==> src/miner_cfg.svh <==
`ifndef MINER_CFG_SVH
`define MINER_CFG_SVH

`define MINER_SCREEN_W     320      // Frame buffer width
`define MINER_SCREEN_H     240
`define MINER_HOOK_SIZE    4        // Hook side, also one descent step
`define MINER_ROPE_TOP     16       // Hook row at round start
`define MINER_GOLD_SIZE    8
`define MINER_NUM_GOLD     4

// Nugget corners, rows kept on the 4-pixel hook grid
`define MINER_GOLD0_X      40
`define MINER_GOLD0_Y      120
`define MINER_GOLD1_X      120
`define MINER_GOLD1_Y      160
`define MINER_GOLD2_X      200
`define MINER_GOLD2_Y      96
`define MINER_GOLD3_X      272
`define MINER_GOLD3_Y      200

`define MINER_GOLD0_VAL    50       // Score per nugget
`define MINER_GOLD1_VAL    100
`define MINER_GOLD2_VAL    150
`define MINER_GOLD3_VAL    250

`define MINER_STEP_CYCLES  30       // Cycles between hook steps

`define MINER_COL_GOLD     12'hFD0
`define MINER_COL_HOOK     12'hAAA
`define MINER_COL_BG       12'h000  // Black background

`endif

==> src/miner_pkg.sv <==
`default_nettype none

package miner_pkg;

	typedef logic [8:0]  coord_t;   // Screen x or y
	typedef logic [11:0] colour_t;  // R, G, B at 4 bits each
	typedef logic [9:0]  score_t;   // Shown on LEDR

	// One frame buffer write
	typedef struct packed {
		coord_t  x;
		coord_t  y;
		colour_t colour;
	} pixel_t;

	// Filled rectangle request
	typedef struct packed {
		coord_t  x;       // Top left corner
		coord_t  y;
		coord_t  w;       // Width, at least 1
		coord_t  h;
		colour_t colour;
	} rect_t;

	typedef enum logic [2:0] {
		INIT_GOLD,        // Paint nuggets after reset
		IDLE,
		DRAW_HOOK,
		WAIT_STEP,
		ERASE_HOOK,
		CHECK,            // Hit test at new row
		ERASE_GOLD,
		NEXT              // Hit result valid here
	} miner_state_e;

endpackage

`default_nettype wire

==> src/rect_filler.sv <==
`timescale 1ns/1ps
`default_nettype none

module rect_filler (
	input  logic              clk,
	input  logic              rst_n,
	input  logic              rect_start,  // One-cycle fill request
	input  miner_pkg::rect_t  rect_req,
	output logic              plot,        // Pixel write strobe
	output miner_pkg::pixel_t pixel,
	output logic              rect_done    // With the last pixel
);
	import miner_pkg::*;

	rect_t  req_q;      // Latched request
	coord_t col_q;      // Offset inside the row
	coord_t row_q;      // Offset inside the column
	logic   busy_q;     // Fill in progress
	logic   last_col;
	logic   last_row;

	assign last_col = (col_q == req_q.w - coord_t'(1));
	assign last_row = (row_q == req_q.h - coord_t'(1));

	// Raster walk, x runs fastest
	always_ff @(posedge clk) begin
		if (!rst_n) begin
			busy_q <= 1'b0;
			col_q  <= '0;
			row_q  <= '0;
		end else if (rect_start) begin
			busy_q <= 1'b1;              // First pixel next cycle
			col_q  <= '0;
			row_q  <= '0;
		end else if (busy_q) begin
			if (last_col) begin
				col_q <= '0;
				row_q <= row_q + coord_t'(1);
				if (last_row) begin
					busy_q <= 1'b0;      // Whole rectangle out
				end
			end else begin
				col_q <= col_q + coord_t'(1);
			end
		end
	end

	always_ff @(posedge clk) begin
		if (rect_start) begin
			req_q <= rect_req;           // Hold corner, size, colour
		end
	end

	assign plot         = busy_q;
	assign pixel.x      = req_q.x + col_q;
	assign pixel.y      = req_q.y + row_q;
	assign pixel.colour = req_q.colour;
	assign rect_done    = busy_q && last_col && last_row;

	// Controller waits for rect_done before the next request
	a_no_start_busy: assert property (@(posedge clk) disable iff (!rst_n)
		busy_q |-> !rect_start)
		else $error("rect_start while a fill is in progress");

	// Zero size would wrap the counters and flood the frame buffer
	a_size_nonzero: assert property (@(posedge clk) disable iff (!rst_n)
		rect_start |-> (rect_req.w != '0 && rect_req.h != '0))
		else $error("fill request with zero width or height");

endmodule

`default_nettype wire

==> src/drop_timer.sv <==
`timescale 1ns/1ps
`default_nettype none

`include "miner_cfg.svh"

module drop_timer (
	input  logic clk,
	input  logic rst_n,
	input  logic step_en,   // Level, high while the hook waits
	output logic step       // One-cycle tick
);

	localparam int CNT_W = $clog2(`MINER_STEP_CYCLES);
	localparam logic [CNT_W-1:0] CNT_END = CNT_W'(`MINER_STEP_CYCLES - 1);

	logic [CNT_W-1:0] cnt_q;   // Cycles since enable or last tick

	always_ff @(posedge clk) begin
		if (!rst_n) begin
			cnt_q <= '0;
			step  <= 1'b0;
		end else if (!step_en) begin
			cnt_q <= '0;               // Restart on every enable
			step  <= 1'b0;
		end else if (cnt_q == CNT_END) begin
			cnt_q <= '0;               // Wrap and tick
			step  <= 1'b1;
		end else begin
			cnt_q <= cnt_q + CNT_W'(1);
			step  <= 1'b0;
		end
	end

	// FSM holds step_en until it has seen the tick
	a_step_enabled: assert property (@(posedge clk) disable iff (!rst_n)
		step |-> step_en)
		else $error("step pulse with step_en low");

endmodule

`default_nettype wire

==> src/gold_field.sv <==
`timescale 1ns/1ps
`default_nettype none

`include "miner_cfg.svh"

module gold_field (
	input  logic              clk,
	input  logic              rst_n,
	input  logic [1:0]        gold_sel,   // Nugget index for the initial paint
	input  miner_pkg::rect_t  hook_rect,
	input  logic              check,      // Hit test strobe
	output miner_pkg::rect_t  gold_rect,
	output logic              hit,        // Cycle after check
	output miner_pkg::rect_t  hit_rect,
	output miner_pkg::score_t ledr
);
	import miner_pkg::*;

	localparam int NG = `MINER_NUM_GOLD;
	localparam coord_t GOLD_X [NG] = '{`MINER_GOLD0_X, `MINER_GOLD1_X,
		`MINER_GOLD2_X, `MINER_GOLD3_X};
	localparam coord_t GOLD_Y [NG] = '{`MINER_GOLD0_Y, `MINER_GOLD1_Y,
		`MINER_GOLD2_Y, `MINER_GOLD3_Y};
	localparam score_t GOLD_VAL [NG] = '{`MINER_GOLD0_VAL, `MINER_GOLD1_VAL,
		`MINER_GOLD2_VAL, `MINER_GOLD3_VAL};
	localparam logic [9:0] GS = 10'(`MINER_GOLD_SIZE);   // Extra bit for span ends

	rect_t         gold_tab [NG];   // Nugget squares in gold
	logic [NG-1:0] collected_q;
	logic [9:0]    hx_end;          // Hook span, exclusive end
	logic [9:0]    hy_end;
	logic          hit_any;
	logic [1:0]    hit_idx;         // Lowest overlapping nugget
	logic [10:0]   score_sum;       // Carry flags saturation

	always_comb begin
		for (int i = 0; i < NG; i++) begin
			gold_tab[i] = '{x: GOLD_X[i], y: GOLD_Y[i], w: coord_t'(GS), h: coord_t'(GS),
				colour: `MINER_COL_GOLD};
		end
	end

	assign gold_rect = gold_tab[gold_sel];
	assign hx_end    = {1'b0, hook_rect.x} + {1'b0, hook_rect.w};
	assign hy_end    = {1'b0, hook_rect.y} + {1'b0, hook_rect.h};

	// Overlap on both axes, collected nuggets skipped
	always_comb begin
		hit_any = 1'b0;
		hit_idx = '0;
		for (int i = 0; i < NG; i++) begin
			if (!hit_any && !collected_q[i]
				&& ({1'b0, GOLD_X[i]} < hx_end) && ({1'b0, hook_rect.x} < GOLD_X[i] + GS)
				&& ({1'b0, GOLD_Y[i]} < hy_end) && ({1'b0, hook_rect.y} < GOLD_Y[i] + GS)) begin
				hit_any = 1'b1;
				hit_idx = 2'(i);
			end
		end
	end

	assign score_sum = {1'b0, ledr} + {1'b0, GOLD_VAL[hit_idx]};

	always_ff @(posedge clk) begin
		if (!rst_n) begin
			collected_q <= '0;
			ledr        <= '0;
			hit         <= 1'b0;
		end else begin
			hit <= check && hit_any;
			if (check && hit_any) begin
				collected_q[hit_idx] <= 1'b1;
				ledr <= score_sum[10] ? '1 : score_sum[9:0];   // Clamp at 1023
			end
		end
	end

	always_ff @(posedge clk) begin
		if (check && hit_any) begin
			hit_rect <= gold_tab[hit_idx];   // Square to erase
		end
	end

	a_score_mono: assert property (@(posedge clk) disable iff (!rst_n)
		$past(rst_n) |-> (ledr >= $past(ledr)))
		else $error("score decreased");

endmodule

`default_nettype wire

==> src/miner_fsm.sv <==
`timescale 1ns/1ps
`default_nettype none

`include "miner_cfg.svh"

module miner_fsm (
	input  logic               clk,
	input  logic               rst_n,
	input  logic               go,           // Round start, IDLE only
	input  miner_pkg::coord_t  position_in,  // Hook column
	input  logic               rect_done,
	input  logic               step,
	input  logic               hit,
	input  miner_pkg::rect_t   gold_rect,
	input  miner_pkg::rect_t   hit_rect,
	output logic               rect_start,
	output miner_pkg::rect_t   rect_req,
	output logic               step_en,
	output logic [1:0]         gold_sel,
	output miner_pkg::rect_t   hook_rect,
	output logic               check
);
	import miner_pkg::*;

	localparam coord_t HOOK      = coord_t'(`MINER_HOOK_SIZE);
	localparam coord_t X_MAX     = coord_t'(`MINER_SCREEN_W - `MINER_HOOK_SIZE);
	localparam coord_t ROPE_TOP  = coord_t'(`MINER_ROPE_TOP);
	localparam logic [1:0] SEL_LAST = 2'(`MINER_NUM_GOLD - 1);
	localparam logic [9:0] Y_LIMIT  = 10'(`MINER_SCREEN_H);

	miner_state_e state_q;
	coord_t       hook_x_q;
	coord_t       hook_y_q;
	logic         fill_busy_q;   // Request out, waiting for rect_done
	logic         fill_state;    // Current state paints a rectangle
	rect_t        fill_rect;
	logic [9:0]   hook_bottom;   // Exclusive bottom row of the hook

	assign step_en     = (state_q == WAIT_STEP);
	assign check       = (state_q == CHECK);
	assign hook_rect   = '{x: hook_x_q, y: hook_y_q, w: HOOK, h: HOOK,
		colour: `MINER_COL_HOOK};
	assign hook_bottom = {1'b0, hook_y_q} + {1'b0, HOOK};

	// Rectangle for each painting state
	always_comb begin
		fill_state = 1'b1;
		fill_rect  = hook_rect;
		case (state_q)
			INIT_GOLD:  fill_rect = gold_rect;
			DRAW_HOOK:  fill_rect = hook_rect;
			ERASE_HOOK: fill_rect.colour = `MINER_COL_BG;
			ERASE_GOLD: begin
				fill_rect        = hit_rect;
				fill_rect.colour = `MINER_COL_BG;   // Nugget taken
			end
			default:    fill_state = 1'b0;
		endcase
	end

	always_ff @(posedge clk) begin
		if (!rst_n) begin
			state_q     <= INIT_GOLD;
			gold_sel    <= '0;
			fill_busy_q <= 1'b0;
			rect_start  <= 1'b0;
			hook_x_q    <= '0;
			hook_y_q    <= ROPE_TOP;
		end else begin
			rect_start <= 1'b0;
			if (fill_state && !fill_busy_q) begin
				rect_start  <= 1'b1;             // One request per state visit
				fill_busy_q <= 1'b1;
			end
			if (rect_done) begin
				fill_busy_q <= 1'b0;
			end
			case (state_q)
				INIT_GOLD: begin
					if (rect_done) begin
						if (gold_sel == SEL_LAST) begin
							state_q <= IDLE;
						end else begin
							gold_sel <= gold_sel + 2'd1;   // Next nugget
						end
					end
				end
				IDLE: begin
					if (go) begin
						hook_x_q <= (position_in > X_MAX) ? X_MAX : position_in;
						hook_y_q <= ROPE_TOP;
						state_q  <= DRAW_HOOK;
					end
				end
				DRAW_HOOK: begin
					if (rect_done) begin
						state_q <= WAIT_STEP;
					end
				end
				WAIT_STEP: begin
					if (step) begin
						state_q <= ERASE_HOOK;
					end
				end
				ERASE_HOOK: begin
					if (rect_done) begin
						hook_y_q <= hook_y_q + HOOK;   // Descend one square
						state_q  <= CHECK;
					end
				end
				CHECK: state_q <= NEXT;
				NEXT: begin
					if (hit) begin
						state_q <= ERASE_GOLD;
					end else if (hook_bottom > Y_LIMIT) begin
						state_q <= IDLE;                // Past the bottom edge
					end else begin
						state_q <= DRAW_HOOK;
					end
				end
				ERASE_GOLD: begin
					if (rect_done) begin
						state_q <= IDLE;
					end
				end
				default: state_q <= IDLE;
			endcase
		end
	end

	always_ff @(posedge clk) begin
		if (fill_state && !fill_busy_q) begin
			rect_req <= fill_rect;
		end
	end

	// Hit result lands exactly where the FSM samples it
	a_hit_in_next: assert property (@(posedge clk) disable iff (!rst_n)
		hit |-> (state_q == NEXT))
		else $error("hit outside NEXT");

endmodule

`default_nettype wire

==> src/gold_miner.sv <==
`timescale 1ns/1ps
`default_nettype none

module gold_miner (
	input  logic               CLOCK_50,     // 50 MHz board clock
	input  logic               rst_n,
	input  logic               go,
	input  miner_pkg::coord_t  position_in,  // Hook column from switches
	output logic               plot,         // To frame buffer adapter
	output miner_pkg::pixel_t  pixel,
	output miner_pkg::score_t  ledr
);
	import miner_pkg::*;

	rect_t      rect_req;
	rect_t      gold_rect;
	rect_t      hit_rect;
	rect_t      hook_rect;
	logic       rect_start;
	logic       rect_done;
	logic       step_en;
	logic       step;
	logic       check;
	logic       hit;
	logic [1:0] gold_sel;

	miner_fsm u_fsm (
		.clk(CLOCK_50), .rst_n(rst_n), .go(go), .position_in(position_in),
		.rect_done(rect_done), .step(step), .hit(hit),
		.gold_rect(gold_rect), .hit_rect(hit_rect),
		.rect_start(rect_start), .rect_req(rect_req), .step_en(step_en),
		.gold_sel(gold_sel), .hook_rect(hook_rect), .check(check)
	);

	drop_timer u_timer (
		.clk(CLOCK_50), .rst_n(rst_n), .step_en(step_en), .step(step)
	);

	gold_field u_gold (
		.clk(CLOCK_50), .rst_n(rst_n), .gold_sel(gold_sel), .hook_rect(hook_rect),
		.check(check), .gold_rect(gold_rect), .hit(hit), .hit_rect(hit_rect),
		.ledr(ledr)
	);

	rect_filler u_fill (
		.clk(CLOCK_50), .rst_n(rst_n), .rect_start(rect_start), .rect_req(rect_req),
		.plot(plot), .pixel(pixel), .rect_done(rect_done)
	);

endmodule

`default_nettype wire

==> config.mk <==
export PLATFORM = sky130hd
export DESIGN_NAME = gold_miner
export DESIGN_NICKNAME = d
export VERILOG_FILES = /design/src/miner_pkg.sv /design/src/rect_filler.sv /design/src/drop_timer.sv /design/src/gold_field.sv /design/src/miner_fsm.sv /design/src/gold_miner.sv
export VERILOG_INCLUDE_DIRS = /design/src
export SDC_FILE = /design/constraint.sdc
export NUM_CORES = 1
export LEC_CHECK = 0
export ABC_CLOCK_PERIOD_IN_PS = 4000
export BUFFER_PORTS_ARGS = -buffer_cell sky130_fd_sc_hd__buf_2
export CAP_MARGIN = 10
export CORE_AREA = 3 3 155 157
export DETAILED_ROUTE_END_ITERATION = 6
export DIE_AREA = 0 0 158 160
export GPL_ROUTABILITY_DRIVEN = 0
export GPL_TIMING_DRIVEN = 0
export MAX_ROUTING_LAYER = met4
export PLACE_DENSITY = 0.54
export SYNTH_ARGS = -nofsm -noshare
export SYNTH_HDL_FRONTEND = slang
export SYNTH_SLANG_ARGS = --single-unit
==> constraint.sdc <==
create_clock -name CLOCK_50 -period 4 [get_ports CLOCK_50]
set_clock_uncertainty 0.2 [all_clocks]
set_input_delay 1.2 -clock CLOCK_50 [delete_from_list [all_inputs] [get_ports CLOCK_50]]
set_output_delay 1.2 -clock CLOCK_50 [all_outputs]
set_load 0.005 [all_outputs]
==> results of run 1 <==
## registers in the layout, summed over array words and instances (netlist names), 2 cells and up
| register | count |
|---|---|
| u_fill.col_q | 9 |
| u_fill.pixel | 3 |
| u_fill.req_q | 19 |
| u_fill.row_q | 9 |
| u_fsm.gold_sel | 2 |
| u_fsm.hook_x_q | 9 |
| u_fsm.hook_y_q | 7 |
| u_fsm.rect_req | 22 |
| u_fsm.state_q | 3 |
| u_gold.collected_q | 4 |
| u_gold.hit_rect | 9 |
| u_gold.ledr | 10 |
| u_timer.cnt_q | 5 |
## per-layer routing
layer  GRT usage, %  up-vias  wire length, um
met5              -        -                0
met4          3.872        0              206
met3          3.035       19              836
met2          21.84      140             7926
met1          18.44     2580             8040
li1               -     2791                -
## layout by cell type, fill, tap and decap left out, types with 6 or more instances in the layout
| cell | Yosys | layout |
|---|---|---|
| edfxtp_1 | 53 | 53 |
| ha_4 | 0 | 8 |
| and3_1 | 7 | 7 |
| o21bai_1 | 6 | 6 |
| o22ai_1 | 18 | 18 |
| clkbuf_1 | 19 | 23 |
| inv_1 | 44 | 40 |
| nor2b_1 | 14 | 14 |
| o211ai_1 | 6 | 6 |
| dfxtp_1 | 63 | 58 |
| buf_6 | 3 | 8 |
| and2_1 | 10 | 9 |
| nor2_1 | 65 | 63 |
| nor3_1 | 14 | 11 |
| ha_1 | 40 | 29 |
| a21oi_1 | 44 | 41 |
| nand3_1 | 13 | 13 |
| o21ai_0 | 28 | 24 |
| nand2b_1 | 11 | 11 |
| nand2_1 | 50 | 50 |
| xor2_1 | 21 | 21 |
| xnor2_1 | 23 | 23 |
| nand4_1 | 15 | 15 |
| o311a_1 | 7 | 6 |
| clkbuf_16 | 0 | 17 |
| a21o_1 | 7 | 7 |
| buf_2 | 12 | 58 |
| buf_4 | 15 | 34 |
| o221a_2 | 6 | 6 |
## worst max-delay path, delay by kind of cell, from the launching register on
kind / cells / cell delay [ns]
compound gates: 5 / 1.25
buf+inv: 2 / 0.19
simple gates: 7 / 1.59
flops: 1 / 0.35
fa+ha+maj: 3 / 0.53
## metrics by stage
stage / total power (uW) / util [%]
5_1_grt: 2899 / 37.53
3_5_place_dp: 1354 / 33.30
2_1_floorplan: 1322 / -
3_3_place_gp: 1352 / 33.22
6_report: 2802 / 37.53
4_1_cts: 2836 / 37.18
## worst paths after layout
path | start | to
worst max register to register | u_fsm.hook_x_q[3] | u_gold.ledr[9]
worst max-delay path | u_fsm.hook_x_q[3] | u_gold.ledr[9]
worst min-delay path | u_fsm.rect_req[15] | u_fill.req_q[15]
worst min register to register | u_fsm.rect_req[15] | u_fill.req_q[15]
## cells by family after synthesis
family                     count (synthesis)  share of synthesized area (%)
buffers and inverters                     97                          6.906
AOI/OAI and AO/OA                        176                          18.23
adders and majority gates                 43                          8.250
xor gates and xnor gates                  44                          5.672
DFF                                      116                          41.99
other                                      1                        0.05520
and+or+nand+nor                          237                          17.97
muxes                                      6                         0.9208
## report_power, final
group	leakage, uW	internal [uW]	switching, uW
Combinational	0.00200	29.8	39.1
Clock	0.000275	931	543
Sequential	0.000972	1250	10.6
## repair_timing
action	4_1_cts	5_1_grt
resized for setup	40	14
buffers inserted	16	7
hold buffers	0	0
setup endpoints to repair	11	12
pin swaps	19	5
endpoints found under the hold margin	0	0
gates cloned	0	0
## cell type report
cell class              instances  area, um^2  share of cell area (%)
flip-flops and latches        116        2864                   33.71
clock inverters                 9       105.1                   1.237
clock buffers                  23       457.9                   5.389
multi-input cells             509        3769                   44.35
well taps                     285       356.6                   4.197
inverters                      45       171.4                   2.017
repair buffers                 74       457.9                   5.389
plain buffers                  51       315.3                   3.711
==> flow_metrics.py, run 1 <==
metrics = {
    "route": {
        "ant_nets": 0,
        "wl_per_cell_um": 15.30,
        "postRouteWirelength_um": 17010,
        "vias": 5530,
        "vias_per_cell": 4.973,
        "first_pass_iters": 5,
        "drc_errors": 0,
        "drt_iter0_markers": 309,
    },
    "synthesis": {
        "syn_inst": 720,
        "yosys-top-cells-count": "nor2_1, dfxtp_1, edfxtp_1",
        "async_reset_ff_share_pct": 0,
        "avgSynthCellArea_um2": 9.436,
        "yosys.area.top_type": "edfxtp_1",
        "netlist_area_um2": 6794,
        "yosysMostFrequentCell": "nor2_1",
        "ys_seq_elements": 116,
        "synth-edff-count": 53,
        "synth.top_cell.area_share_pct": 23.43,
        "synthTopCellsByArea": "edfxtp_1, dfxtp_1, ha_1",
        "synth-main-ff-cell": "dfxtp_1",
        "seq_area_frac_synth_pct": 41.99,
        "synth.distinct_cells": 76,
        "ys_warn_count": 0,
    },
    "sta": {
        "setup_ws_ns": -0.2416,
        "tightest_slew_ns": 0.9579,
        "rsz0062_at_grt": "true",
        "period_minus_slack_ns": 4.242,
        "slew_headroom_pct": 36.05,
        "setup_viol": 9,
        "fmax_mhz": 235.8,
        "fin_crit_sh_pct": 106.0,
        "holdWs_ns": 0.2124,
        "hold_viol_final": 0,
        "drv_slew": 0,
        "setup-tns-final_ns": -0.9851,
    },
    "global_route": {
        "grt_pass1_vias": 5304,
        "grt_use_total_pct": 14.01,
        "grt-ovfl-total": 0,
        "grt_pass1_wl_um": 27720,
        "antenna_found_initial": 0,
        "grt_max_degree": 25,
    },
    "setup_path": {
        "max_stage_delay_ns": 0.46,
        "crit_path_start_kind": "register",
        "cp_slowest_cell": "or4_1",
        "endpoint_kind": "register",
        "worstSetupPathType": "register to register",
        "r2r_cells": 17,
        "rrSetupSlack_ns": -0.24,
        "crit_arrival_ns": 4.35,
        "crit_path_frequent_cell": "ha_4",
        "cp.required_ns": 4.11,
        "path_cells": "buf_6 > inv_4 > ha_4 > nor3b_4 > nor3_2 > o31ai_2 > a311oi_2 > or2_4 > ha_4 > ha_4 > and2_4 > o311a_4 > a2111oi_4 > or3_4 > nor2_4 > or4_1 > o211a_1",
        "crit_fanout": 6,
    },
    "floorplan": {
        "rows": 55,
        "die_h_um": 160,
        "die_x_um": 158,
        "start_util_pct": 30.01,
        "io_pins": 53,
        "dieArea_um2": 25280,
        "core_um2": 22640,
    },
    "run_status": {
        "violations": "setup timing",
        "status": "complete, but fails checks",
    },
    "finish": {
        "num-fill-cells": 2280,
        "final_nets": 869,
        "diodes": 0,
        "design_area_um2": 8497,
        "drive_gt1_share_pct": 24.30,
        "stdcell_count": 1112,
        "syn_to_final_growth_pct": 25.06,
    },
    "placement": {
        "dp_cells": 1058,
        "hpwl_um": 12350,
        "place_ws_ns": -0.7136,
        "io_buffer_count": 50,
        "place_area_um2": 7538,
    },
    "clocking": {
        "cts-root-buf": "clkbuf_16",
        "worstSkewPairLatency_ns": 0.42,
        "cts_tree": "yes",
        "cts_buffers": 17,
        "clock_sinks": 116,
        "htreeDepth": 4,
        "clk_pin_slew_ns": 0.06,
        "clock_path_buffers": 2,
    },
    "worst_hold_path": {
        "holdPathStages": 0,
        "hold_path.class": "register to register",
    },
    "job": {
        "maxCapViolations": 0,
    },
    "power_and_ir_drop": {
        "cellLeakagePower_uw": 0.003247,
        "vdd_drop_max_v": 0.0002734,
        "power_density_nw_per_um2": 329.7,
    },
}
No activity file was read; power rests on OpenSTA's default activity.
==> run 2, diff against run 1 <==
--- a/config.mk
+++ b/config.mk
@@ -9,13 +9,14 @@
 export ABC_CLOCK_PERIOD_IN_PS = 4000
 export BUFFER_PORTS_ARGS = -buffer_cell sky130_fd_sc_hd__buf_2
 export CAP_MARGIN = 10
-export CORE_AREA = 3 3 155 157
+export CORE_AREA = 3 3 195 197
 export DETAILED_ROUTE_END_ITERATION = 6
-export DIE_AREA = 0 0 158 160
+export DIE_AREA = 0 0 198 200
 export GPL_ROUTABILITY_DRIVEN = 0
 export GPL_TIMING_DRIVEN = 0
 export MAX_ROUTING_LAYER = met4
-export PLACE_DENSITY = 0.54
+export PLACE_DENSITY = 0.53
 export SYNTH_ARGS = -nofsm -noshare
 export SYNTH_HDL_FRONTEND = slang
+export SYNTH_HIERARCHICAL = 1
 export SYNTH_SLANG_ARGS = --single-unit
==> flow_metrics.py, run 2 <==
metrics = {
    "finish": {
        "top_register": "u_fsm/rect_req",
        "final_cell_mix": "buf_4, edfxtp_1, nand2_1",
        "final_nets": 1396,
        "design_area_um2": 13360,
        "multiInputGateArea_um2": 6005,
        "syn_to_final_growth_pct": 25.01,
        "drive_gt1_share_pct": 27.44,
        "num-fill-cells": 3694,
        "diodes": 0,
        "largest_reg_flops": 48,
        "final_util_pct": 36.67,
        "ff_latch_area_um2": 4451,
        "final_common_cell": "buf_4",
    },
    "run_status": {
        "status": "complete, but fails checks",
        "violations": "setup timing",
    },
    "synthesis": {
        "syn_inst": 1132,
        "netlist_area_um2": 10690,
        "ys_warn_count": 6,
        "avgSynthCellArea_um2": 9.441,
    },
    "floorplan": {
        "die_h_um": 200,
        "die_x_um": 198,
        "start_util_pct": 29.33,
        "core_um2": 36430,
        "io_pins": 53,
        "rows": 70,
        "dieArea_um2": 39600,
    },
    "clocking": {
        "cts-root-buf": "clkbuf_16",
        "clock_sinks": 168,
        "htreeDepth": 4,
        "cts_tree": "yes",
        "clock_path_buffers": 2,
        "clk_pin_slew_ns": 0.07,
        "worstSkewPairLatency_ns": 0.44,
        "cts_buffers": 17,
    },
    "setup_path": {
        "crit_arrival_ns": 5.01,
        "r2r-end": "u_gold/ledr[9]",
        "crit_path_start_kind": "register",
        "r2r_cells": 21,
        "cp.required_ns": 4.14,
        "crit_path_frequent_cell": "ha_4",
        "max_stage_delay_ns": 0.54,
        "rrSetupSlack_ns": -0.87,
        "critPathLaunch": "u_fsm/hook_y_q[2]",
        "path_cells": "ha_4 > a211oi_4 > nor4_4 > or4b_4 > a211oi_4 > a221oi_2 > buf_4 > nand3b_1 > a21oi_4 > buf_6 > ha_4 > buf_6 > ha_4 > a21o_1 > a21oi_2 > o21bai_1 > a21oi_2 > o21ai_2 > and2_4 > a2111o_1 > o211a_1",
        "crit_fanout": 4,
        "cp_slowest_cell": "or4b_4",
        "worstReg2RegStart": "u_fsm/hook_y_q[2]",
        "worstSetupPathType": "register to register",
        "endpoint_kind": "register",
    },
    "worst_hold_path": {
        "hold_path.class": "register to register",
        "min_to": "u_fill/req_q[29]",
        "hp-start": "u_fsm/rect_req[29]",
        "holdPathStages": 0,
    },
    "sta": {
        "hold_viol_final": 0,
        "tightest_slew_ns": 0.8017,
        "slew_headroom_pct": 46.26,
        "setup_ws_ns": -0.8740,
        "fmax_mhz": 205.2,
        "fin_crit_sh_pct": 121.9,
        "drv_slew": 0,
        "setup-tns-final_ns": -7.405,
        "rsz0062_at_grt": "true",
        "period_minus_slack_ns": 4.874,
        "setup_viol": 10,
    },
    "power_and_ir_drop": {
        "power_density_nw_per_um2": 294.8,
        "cellLeakagePower_uw": 0.005312,
        "vdd_drop_max_v": 0.0002802,
        "p_int_uw": 2962,
        "seqPwrFrac_pct": 48.5,
        "switching_share_pct": 24.80,
        "pwr-share-comb_pct": 10.5,
        "clkPwrFrac_pct": 41.1,
        "power_switching_uw": 976.7,
    },
    "placement": {
        "place_area_um2": 12100,
        "io_buffer_count": 52,
        "hpwl_um": 18700,
    },
    "route": {
        "first_pass_iters": 5,
        "postRouteWirelength_um": 26600,
        "ant_nets": 0,
        "drc_errors": 0,
        "vias": 8473,
        "vias_per_cell": 4.702,
        "wl_per_cell_um": 14.76,
        "drt_iter0_markers": 475,
    },
    "global_route": {
        "grt_pass1_wl_um": 42210,
        "grt-ovfl-total": 0,
        "grt_use_total_pct": 13.92,
        "grt_max_degree": 36,
        "antenna_found_initial": 0,
        "grt_pass1_vias": 7911,
    },
    "job": {
        "maxCapViolations": 0,
    },
}
==> run 2: cell types whose count changed in the layout (fill, tap and decap cells not counted), sizes merged, moves of 19 or more <==
cell | before | now
a21oi | 44 | 72
a22o | 0 | 19
buf | 105 | 212
conb | 3 | 82
edfxtp | 53 | 105
nand2 | 53 | 96
nor2 | 65 | 91
o21ai | 28 | 84
==> run 2: critical path, delay by kind of cell, from the launching register on <==
family,cells,cell delay (ns)
flops,1,0.37
compound gates,11,2.24
simple gates,4,1.00
fa+ha+maj,3,0.57
buf+inv,3,0.41
==> run 2: power by group through the flow <==
stage / Clock [uW] / Sequential, uW / Combinational [uW]
after global placement: 0 / 1960 / 337
final: 1620 / 1910 / 412
after detailed placement: 0 / 1950 / 353
after global routing: 1740 / 1910 / 458
after CTS: 1670 / 1910 / 392
after floorplan: 0 / 1950 / 274
==> run 2: final cells by class <==
cell class | count | area share (%)
clock inverter | 15 | 1.086
tap | 468 | 4.383
clock buffer | 17 | 3.184
multi-input combinational | 850 | 44.94
buffer | 144 | 7.192
timing repair buffer | 94 | 4.608
inverter | 46 | 1.292
sequential | 168 | 33.31
==> run 2: per-layer routing <==
metal | GRT usage [%] | up-vias | part of all wire [%]
li1 | - | 4310 | -
met5 | - | - | 0
met2 | 22.07 | 124 | 47
met3 | 2.299 | 24 | 2.9
met1 | 18.44 | 4015 | 49
met4 | 4.115 | 0 | 1.5
==> run 2: per-stage QoR <==
step                cells  hold slack (ns)  worst slack (ns)  total power [uW]
floorplan            1210           0.2003           -0.5461              2221
global placement     1730           0.2010            -1.355              2298
detailed placement   1732           0.2045            -1.475              2305
CTS                  1793           0.2171           -0.7403              3976
global route         1802           0.2254            -1.036              4116
finish               1802           0.2174           -0.8740              3939
==> run 2: worst max path at each step <==
stage | to | slack [ns] | depth (start not counted)
5_1_grt | u_gold/ledr[9] | -1.04 | 21
6_report | u_gold/ledr[9] | -0.87 | 21
2_1_floorplan | u_gold/ledr[9] | -0.55 | 23
3_5_place_dp | u_gold/ledr[4] | -1.48 | 20
3_3_place_gp | u_gold/ledr[4] | -1.35 | 20
4_1_cts | u_gold/ledr[9] | -0.74 | 20
==> run 2: what timing repair did <==
item                                    CTS  global route
gates resized for setup                  74            30
pin swaps                                37            33
endpoints found under the setup margin   21            18
hold buffers                              0             0
buffers inserted                         31             9
